===== config.mk =====
export PLATFORM = sky130hd
export DESIGN_NAME = l1_cache
export DESIGN_NICKNAME = d
export VERILOG_FILES = /design/src/cache_pkg.sv /design/src/cache_frame_ram.sv /design/src/cache_lookup.sv /design/src/cache_controller.sv /design/src/l1_cache.sv
export VERILOG_INCLUDE_DIRS = /design/src
export SDC_FILE = /design/constraint.sdc
export NUM_CORES = 2
export LEC_CHECK = 0
export BUFFER_PORTS_ARGS = -buffer_cell sky130_fd_sc_hd__buf_2
export CORE_MARGIN = 1
export CORE_UTILIZATION = 65
export DETAILED_ROUTE_END_ITERATION = 12
export GPL_ROUTABILITY_DRIVEN = 0
export PLACE_DENSITY = 0.83
export SLEW_MARGIN = 20
export SYNTH_ARGS = -nofsm -noshare
export SYNTH_HDL_FRONTEND = slang
export SYNTH_SLANG_ARGS = --single-unit

===== constraint.sdc =====
create_clock -name CLK -period 7.9 [get_ports CLK]
set_input_delay 0.79 -clock CLK [delete_from_list [all_inputs] [get_ports CLK]]
set_output_delay 0.79 -clock CLK [all_outputs]
set_load 0.02 [all_outputs]

===== src/cache_params.svh =====
// size macros for the L1 data cache, include wherever cache widths or depths are needed
`ifndef CACHE_PARAMS_SVH
`define CACHE_PARAMS_SVH

// data and address widths
`define L1_WORD_W       32
`define L1_ADDR_W       32

// geometry
`define L1_BLOCK_WORDS  2    // words per block
`define L1_N_SETS       16   // direct mapped, one frame per set

// log2 of the geometry above, kept in step by hand
`define L1_BLOCK_BITS   1
`define L1_SET_BITS     4

// what is left of the address after set, word and byte bits
`define L1_TAG_BITS     (`L1_ADDR_W - `L1_SET_BITS - `L1_BLOCK_BITS - 2)

`endif


===== src/cache_pkg.sv =====
// shared types of the L1 data cache, imported by every cache module and the testbench
`default_nettype none

`include "cache_params.svh"

package cache_pkg;

    typedef logic [`L1_WORD_W-1:0] word_t;
    typedef word_t [`L1_BLOCK_WORDS-1:0] block_t;

    // request address split into its cache fields
    typedef struct packed {
        logic [`L1_TAG_BITS-1:0]   tag_bits;
        logic [`L1_SET_BITS-1:0]   set_idx;
        logic [`L1_BLOCK_BITS-1:0] word_idx;
        logic [1:0]                byte_idx;
    } cache_addr_t;

    typedef struct packed {
        logic                    valid;
        logic                    dirty;
        logic [`L1_TAG_BITS-1:0] tag_bits;
    } cache_tag_t;

    typedef struct packed {
        cache_tag_t tag;
        block_t     data;
    } cache_frame_t;

    // processor side
    typedef struct packed {
        logic                  ren;
        logic                  wen;
        logic [`L1_ADDR_W-1:0] addr;
        word_t                 wdata;
        logic [3:0]            byte_en;
    } cpu_req_t;

    typedef struct packed {
        logic  busy;
        word_t rdata;
    } cpu_rsp_t;

    // memory side, one block per transfer
    typedef struct packed {
        logic                  ren;
        logic                  wen;
        logic [`L1_ADDR_W-1:0] addr;   // block aligned
        block_t                wdata;
    } mem_req_t;

    typedef struct packed {
        logic   busy;
        block_t rdata;
    } mem_rsp_t;

    typedef enum logic [2:0] {
        CLEAR,
        READY,
        WRITEBACK,
        FETCH,
        FLUSH
    } cache_state_t;

endpackage

`default_nettype wire


===== src/cache_frame_ram.sv =====
// frame storage of the cache, one frame per set, read combinationally and written under a mask
`timescale 1ns/1ps
`default_nettype none

`include "cache_params.svh"

module cache_frame_ram (
    input  logic                    CLK,
    input  logic                    nRST,
    input  logic [`L1_SET_BITS-1:0] sel,
    input  logic                    wen,
    input  cache_pkg::cache_frame_t wval,
    input  cache_pkg::cache_frame_t wmask,
    output cache_pkg::cache_frame_t rval
);
    import cache_pkg::*;

    cache_frame_t frames [`L1_N_SETS];

    assign rval = frames[sel];

    // a mask bit of zero lets the new value through
    always_ff @(posedge CLK, negedge nRST) begin
        if (!nRST) begin
            for (int i = 0; i < `L1_N_SETS; i++) begin
                frames[i] <= '0;
            end
        end else if (wen) begin
            frames[sel] <= (frames[sel] & wmask) | (wval & ~wmask);
        end
    end

endmodule

`default_nettype wire


===== src/cache_lookup.sv =====
// tag compare, word select and byte merging for the cache, feeds the controller
`timescale 1ns/1ps
`default_nettype none

`include "cache_params.svh"

module cache_lookup (
    input  cache_pkg::cache_state_t state,
    input  cache_pkg::cpu_req_t     req,
    input  logic [`L1_SET_BITS-1:0] sel,
    input  cache_pkg::cache_frame_t frame,
    input  cache_pkg::block_t       fill,
    output logic                    hit,
    output logic                    victim_dirty,
    output cache_pkg::word_t        rdata,
    output cache_pkg::cache_frame_t hit_frame,
    output cache_pkg::cache_frame_t fill_frame,
    output logic [`L1_ADDR_W-1:0]   victim_addr
);
    import cache_pkg::*;

    cache_addr_t addr;
    logic        tag_match;

    // replace the enabled byte lanes of a word
    function automatic word_t merge_word(input word_t old_w, input word_t new_w,
                                         input logic [3:0] be);
        word_t res;
        res = old_w;
        for (int b = 0; b < 4; b++) begin
            if (be[b]) begin
                res[8*b +: 8] = new_w[8*b +: 8];
            end
        end
        return res;
    endfunction

    assign addr      = cache_addr_t'(req.addr);
    assign tag_match = frame.tag.valid && (frame.tag.tag_bits == addr.tag_bits);
    assign hit       = (state == READY) && (req.ren || req.wen) && tag_match;

    // victim is whatever sits in the selected set
    assign victim_dirty = frame.tag.valid && frame.tag.dirty;
    assign victim_addr  = {frame.tag.tag_bits, sel, {`L1_BLOCK_BITS{1'b0}}, 2'b00};

    assign rdata = frame.data[addr.word_idx];

    always_comb begin
        hit_frame           = frame;
        hit_frame.tag.dirty = 1'b1;
        hit_frame.data[addr.word_idx] = merge_word(frame.data[addr.word_idx], req.wdata,
                                                   req.byte_en);

        // new block from memory, write miss data folded in
        fill_frame.tag.valid    = 1'b1;
        fill_frame.tag.dirty    = req.wen;
        fill_frame.tag.tag_bits = addr.tag_bits;
        fill_frame.data         = fill;
        if (req.wen) begin
            fill_frame.data[addr.word_idx] = merge_word(fill[addr.word_idx], req.wdata,
                                                        req.byte_en);
        end
    end

endmodule

`default_nettype wire


===== src/cache_controller.sv =====
// cache FSM, drives the memory bus, processor busy and frame RAM writes
`timescale 1ns/1ps
`default_nettype none

`include "cache_params.svh"

module cache_controller (
    input  logic                    CLK,
    input  logic                    nRST,
    input  cache_pkg::cpu_req_t     req,
    input  logic                    flush,
    input  logic                    hit,
    input  logic                    victim_dirty,
    input  logic [`L1_ADDR_W-1:0]   victim_addr,
    input  cache_pkg::cache_frame_t frame,
    input  cache_pkg::cache_frame_t hit_frame,
    input  cache_pkg::cache_frame_t fill_frame,
    input  cache_pkg::mem_rsp_t     mem_rsp,
    output cache_pkg::mem_req_t     mem_req,
    output logic                    busy,
    output logic                    flush_done,
    output logic [`L1_SET_BITS-1:0] ram_sel,
    output logic                    ram_wen,
    output cache_pkg::cache_frame_t ram_wval,
    output cache_pkg::cache_frame_t ram_wmask,
    output cache_pkg::cache_state_t state
);
    import cache_pkg::*;

    cache_state_t            next_state;
    cache_addr_t             req_addr;
    logic [`L1_SET_BITS-1:0] set_cnt;
    logic [`L1_SET_BITS:0]   set_cnt_inc;    // top bit is the finish flag
    logic [`L1_SET_BITS-1:0] next_set_cnt;
    logic                    cnt_step;
    logic                    flush_req;
    logic                    next_flush_req;
    logic                    req_any;

    assign req_addr    = cache_addr_t'(req.addr);
    assign req_any     = req.ren || req.wen;
    assign set_cnt_inc = {1'b0, set_cnt} + 1'b1;

    // counter owns the RAM during clear and flush
    assign ram_sel = (state == CLEAR || state == FLUSH) ? set_cnt
                                                        : req_addr.set_idx;

    always_ff @(posedge CLK, negedge nRST) begin
        if (!nRST) begin
            state     <= CLEAR;
            set_cnt   <= '0;
            flush_req <= 1'b0;
        end else begin
            state     <= next_state;
            set_cnt   <= next_set_cnt;
            flush_req <= next_flush_req;
        end
    end

    // strobe held until the flush is over
    assign next_flush_req = (flush_req || flush) && !flush_done;

    always_comb begin
        next_set_cnt = set_cnt;
        if (cnt_step) begin
            next_set_cnt = set_cnt_inc[`L1_SET_BITS-1:0];   // wraps to set 0
        end
    end

    always_comb begin
        next_state = state;
        cnt_step   = 1'b0;
        busy       = 1'b1;
        flush_done = 1'b0;
        ram_wen    = 1'b0;
        ram_wval   = '0;
        ram_wmask  = '0;    // full write unless narrowed below
        mem_req    = '0;

        case (state)
            CLEAR: begin
                ram_wen  = 1'b1;    // zero frame
                cnt_step = 1'b1;
                if (set_cnt_inc[`L1_SET_BITS]) begin
                    next_state = READY;
                end
            end
            READY: begin
                if (hit) begin
                    busy = 1'b0;
                    if (req.wen) begin
                        ram_wen  = 1'b1;
                        ram_wval = hit_frame;
                    end
                end else if (req_any) begin
                    next_state = victim_dirty ? WRITEBACK : FETCH;
                end else if (flush_req || flush) begin
                    next_state = FLUSH;
                end
            end
            WRITEBACK: begin
                mem_req.wen   = 1'b1;
                mem_req.addr  = victim_addr;
                mem_req.wdata = frame.data;
                if (!mem_rsp.busy) begin
                    // victim stays, only its dirty bit drops
                    ram_wen             = 1'b1;
                    ram_wval            = frame;
                    ram_wval.tag.dirty  = 1'b0;
                    ram_wmask           = '1;
                    ram_wmask.tag.dirty = 1'b0;
                    next_state          = READY;
                end
            end
            FETCH: begin
                mem_req.ren  = 1'b1;
                mem_req.addr = {req_addr.tag_bits, req_addr.set_idx,
                                {`L1_BLOCK_BITS{1'b0}}, 2'b00};
                if (!mem_rsp.busy) begin
                    ram_wen    = 1'b1;
                    ram_wval   = fill_frame;
                    next_state = READY;
                end
            end
            FLUSH: begin
                if (victim_dirty) begin
                    mem_req.wen   = 1'b1;
                    mem_req.addr  = victim_addr;
                    mem_req.wdata = frame.data;
                end
                // clean sets move on at once
                if (!victim_dirty || !mem_rsp.busy) begin
                    ram_wen  = 1'b1;
                    cnt_step = 1'b1;
                    if (set_cnt_inc[`L1_SET_BITS]) begin
                        flush_done = 1'b1;
                        next_state = READY;
                    end
                end
            end
            default: begin
                next_state = CLEAR;
            end
        endcase
    end

endmodule

`default_nettype wire


===== src/l1_cache.sv =====
// top of the direct-mapped write-back L1 data cache, between the processor bus and memory
`timescale 1ns/1ps
`default_nettype none

`include "cache_params.svh"

module l1_cache (
    input  logic                CLK,
    input  logic                nRST,
    input  cache_pkg::cpu_req_t cpu_req,
    output cache_pkg::cpu_rsp_t cpu_rsp,
    output cache_pkg::mem_req_t mem_req,
    input  cache_pkg::mem_rsp_t mem_rsp,
    input  logic                flush,
    output logic                flush_done
);
    import cache_pkg::*;

    cache_state_t            state;
    cache_frame_t            frame;
    cache_frame_t            hit_frame;
    cache_frame_t            fill_frame;
    cache_frame_t            ram_wval;
    cache_frame_t            ram_wmask;
    logic [`L1_SET_BITS-1:0] ram_sel;
    logic                    ram_wen;
    logic                    hit;
    logic                    victim_dirty;
    logic [`L1_ADDR_W-1:0]   victim_addr;

    cache_frame_ram i_ram (
        .CLK   (CLK),
        .nRST  (nRST),
        .sel   (ram_sel),
        .wen   (ram_wen),
        .wval  (ram_wval),
        .wmask (ram_wmask),
        .rval  (frame)
    );

    cache_lookup i_lookup (
        .state        (state),
        .req          (cpu_req),
        .sel          (ram_sel),
        .frame        (frame),
        .fill         (mem_rsp.rdata),
        .hit          (hit),
        .victim_dirty (victim_dirty),
        .rdata        (cpu_rsp.rdata),
        .hit_frame    (hit_frame),
        .fill_frame   (fill_frame),
        .victim_addr  (victim_addr)
    );

    cache_controller i_ctrl (
        .CLK          (CLK),
        .nRST         (nRST),
        .req          (cpu_req),
        .flush        (flush),
        .hit          (hit),
        .victim_dirty (victim_dirty),
        .victim_addr  (victim_addr),
        .frame        (frame),
        .hit_frame    (hit_frame),
        .fill_frame   (fill_frame),
        .mem_rsp      (mem_rsp),
        .mem_req      (mem_req),
        .busy         (cpu_rsp.busy),
        .flush_done   (flush_done),
        .ram_sel      (ram_sel),
        .ram_wen      (ram_wen),
        .ram_wval     (ram_wval),
        .ram_wmask    (ram_wmask),
        .state        (state)
    );

endmodule

`default_nettype wire


==> impl_metrics.csv <==
group,metric,value,unit
worst_setup_path,cp-start-kind,"register",
routing,post_drt_wl_per_cell,25.2,µm
clock_tree,clock-sinks,1464,
grt,grt_pass1_vias,61200,
worst_setup_path,critical-path-max-stage-delay,0.76,ns
routing,routed_via_density,6.79,
placement,dpl_cell_area,0.0720,mm²
placement,dp_hpwl,129000,µm
final_layout,regArea,0.0366,mm²
final_layout,nets,7827,
routing,drc,0,
sta,hold_viol,0,
clock_tree,cts_root_buf,"clkbuf_16",
sta,fmax,139,MHz
grt,grtUsageTotal,42.5,%
floorplan,row_count,119,
floorplan,floorplan.initialDensity,65.9,%
floorplan,die_w,330,µm
worst_setup_path,cp_num_buf_inv,4,
sta,fin_tns_setup,0,ns
run_status,status,"complete, no violations",
run,cap_violations,0,
worst_setup_path,path_class,"reg -> out",
final_layout,stdcell_count,9197,
grt,overflow,0,
sta,finalSetupViolations,0,
clock_tree,ctsResizeCount,0,
min_path,hold_class,"in -> async",
routing,wl,232000,µm
clock_tree,holdBufCountCts,0,
clock_tree,cts-buffers-inserted,148,
routing,dr.pass1.iters,9,
sta,finClkSkew,0.0264,ns
floorplan,dieArea,0.109,mm²
placement,io_buffer_count,264,
synth,synth-edff-count,0,
synth,yosys.area.top_type,"dfrtp_1",
routing,dr.first_iter.drc_count,8906,
final_layout,multi_input_area,0.0301,mm²
routing,detail-route-antenna-nets,0,
synth,avgSynthCellArea,9.01,µm²
synth,yosysUniqueCellTypes,84,
clock_tree,cts_setup_buffers,0,
floorplan,die_height,330,µm
synth,synth.cell_area,0.0699,mm²
synth,yosysWarnings,0,
worst_setup_path,cp_top_family,"buffers and inverters",
worst_setup_path,crit_required,7.11,ns
worst_setup_path,worst_path_max_delay_cell,"buf_4",
synth,yosysSeqAreaShare,52.4,%
worst_setup_path,critPathArrivalTime,6.42,ns
synth,netlist.area_leader.share,52.4,%
sta,relSlewSlack,12.5,%
power,power_density,455,mW/mm²
sta,min_period,7.21,ns
synth,synthCells,7761,
floorplan,ios,270,
synth,synth-async-reset-ratio,100,%
routing,vias,62500,
clock_tree,clk_latency,0.78,ns
sta,timing.final.crit_share,91.2,%
power,vdd_drop_max,0.295,mV
synth,ys.flop_type,"dfrtp_1",
clock_tree,clockBufferDepth,3,
grt,grt_pass1_wl,352000,µm
worst_setup_path,path_common_cell,"buf_4",
final_layout,final_area,0.0771,mm²
final_layout,drive_above_1_share,11.3,%
sta,slew_violations,0,
worst_setup_path,cp_max_fo,71,
clock_tree,path_clk_slew,0.06,ns
worst_setup_path,crit_chain,"nor2_2 -> mux2_8 -> buf_4 -> mux4_2 -> nor2b_1 -> nand4b_1 -> nand4_1 -> nor2_1 -> o21ai_4 -> inv_2 -> buf_4 -> and2_1 -> buf_2",
final_layout,synthToLayoutAreaGrowth,10.3,%
power,p_leak,34.8,nW
clock_tree,cts.htree.levels,4,
floorplan,core,0.106,mm²
clock_tree,cts_tree,"done",
grt,grt_max_degree,198,
worst_setup_path,end_kind,"output pin",
synth,yosys-top-cells-area,"dfrtp_1 52%, a21oi_1 10%, nor2_1 8.1%, mux2i_1 5.0%, nand2_1 5.0%",
grt,antenna_found_initial,10,
sta,worstMarginPinSlew,1.31,ns
placement,dpl.cell_count,8922,
synth,ys_ff_latch,1464,
sta,rsz0062_at_grt,"no",
final_layout,fillers,7356,
## where the power goes
| group | internal, mW | leakage [nW] | total [mW] | switching (mW) |
|---|---|---|---|---|
| registers | 11.2 | 18.0 | 13.2 | 2.01 |
| clock network | 4.24 | 2.48 | 7.25 | 3.01 |
| logic | 5.13 | 14.4 | 14.7 | 9.57 |
| total | 20.5 | 34.8 | 35.1 | 14.6 |
## per-layer routing
metal / vias to the layer above / GRT usage [%] / part of all wire, % / wire length [µm]
met4: 4 / 27.6 / 7.5 / 17500
met2: 4657 / 63.7 / 44 / 102000
met1: 29900 / 53.8 / 34 / 79100
met5: - / 0 / 0.014 / 32
met3: 1269 / 12.8 / 14 / 33200
li1: 26600 / - / - / -
## stage by stage
stage	utilization (%)	hold WS (ns)	setup WS (ns)	total power, mW
final	72.7	0.0707	0.692	35.1
after global placement	67.8	0.466	1.35	26.4
after detailed placement	67.9	0.475	1.22	27.2
after floorplan	-	0.447	3.52	22.7
after CTS	72.7	0.116	0.940	34.6
after global routing	72.7	0.144	0.554	36.9
## layout make-up
cell class                 instances  area share, %
inverter                          36          0.175
timing repair buffer             472           4.51
clock buffer                     215           5.77
antenna                            7         0.0227
multi-input combinational       5566           39.0
tap                             1391           2.26
sequential                      1464           47.5
clock inverter                    46          0.725
## cell usage in the layout, fill, tap and decap left out, types with 23 or more instances in the layout
| cell | n |
|---|---|
| nor3_1 | 100 |
| and2_1 | 50 |
| clkbuf_1 | 23 |
| inv_1 | 34 |
| nand3_1 | 373 |
| nor2_1 | 1498 |
| mux2_2 | 68 |
| clkbuf_16 | 153 |
| buf_2 | 265 |
| clkbuf_8 | 39 |
| mux2i_1 | 352 |
| o32a_1 | 42 |
| a21oi_1 | 1448 |
| buf_4 | 158 |
| a22oi_1 | 28 |
| a32oi_1 | 87 |
| dfrtp_1 | 1464 |
| a221oi_1 | 102 |
| and3_1 | 109 |
| buf_12 | 46 |
| nand2_1 | 919 |
| a31oi_1 | 24 |
| a222oi_1 | 24 |
| o21ai_0 | 43 |
## flip-flops by register name, summed over array words and instances, names as in the netlist
signal            flops
i_ctrl.set_cnt        4
i_ram.frames       1456
i_ctrl.state          3
i_ctrl.flush_req      1
## logic make-up after synthesis
kind of cell,synth area share (%)
xor+xnor,0.200
fa+ha+maj,0.0179
simple gates,18.7
buf+inv,5.03
mux,6.66
compound gates,17.0
flops,52.4
other cells,0.00536
## synth_stat cells, types with 8 or more instances
cell / n
nand3_1: 374
o32a_1: 42
o32ai_4: 10
mux2_1: 18
xnor2_1: 16
nand2_1: 926
a221oi_1: 102
mux2_2: 70
a21oi_1: 1448
nand4_1: 14
buf_2: 286
a22o_1: 17
and2_1: 52
a21boi_0: 22
dfrtp_1: 1464
a211oi_1: 14
and4_1: 16
a31oi_1: 24
a222oi_1: 24
a211oi_2: 15
mux2i_1: 352
buf_1: 57
o21ai_0: 43
clkbuf_1: 249
and3_1: 109
o32ai_2: 10
nor3_1: 100
buf_4: 101
a32oi_1: 87
a22oi_1: 28
nor2_1: 1512
inv_1: 35
a2bb2oi_1: 8
## final timing paths
path | slack, ns | from | end | cells after the start
max reg2reg | 0.75 | i_ctrl.state[1] | i_ram.frames[1143] | 15
min in group CLK | 0.38 | flush | i_ctrl.flush_req | 3
min reg2reg | 0.49 | i_ram.frames[670] | i_ram.frames[670] | 1
min | 0.07 | nRST | i_ram.frames[989] | 1
max in group asynchronous | 5.78 | nRST | i_ram.frames[1239] | 3
max | 0.69 | i_ctrl.state[1] | mem_req[24] | 13
Note: power is estimated with default switching activity, not from simulation.
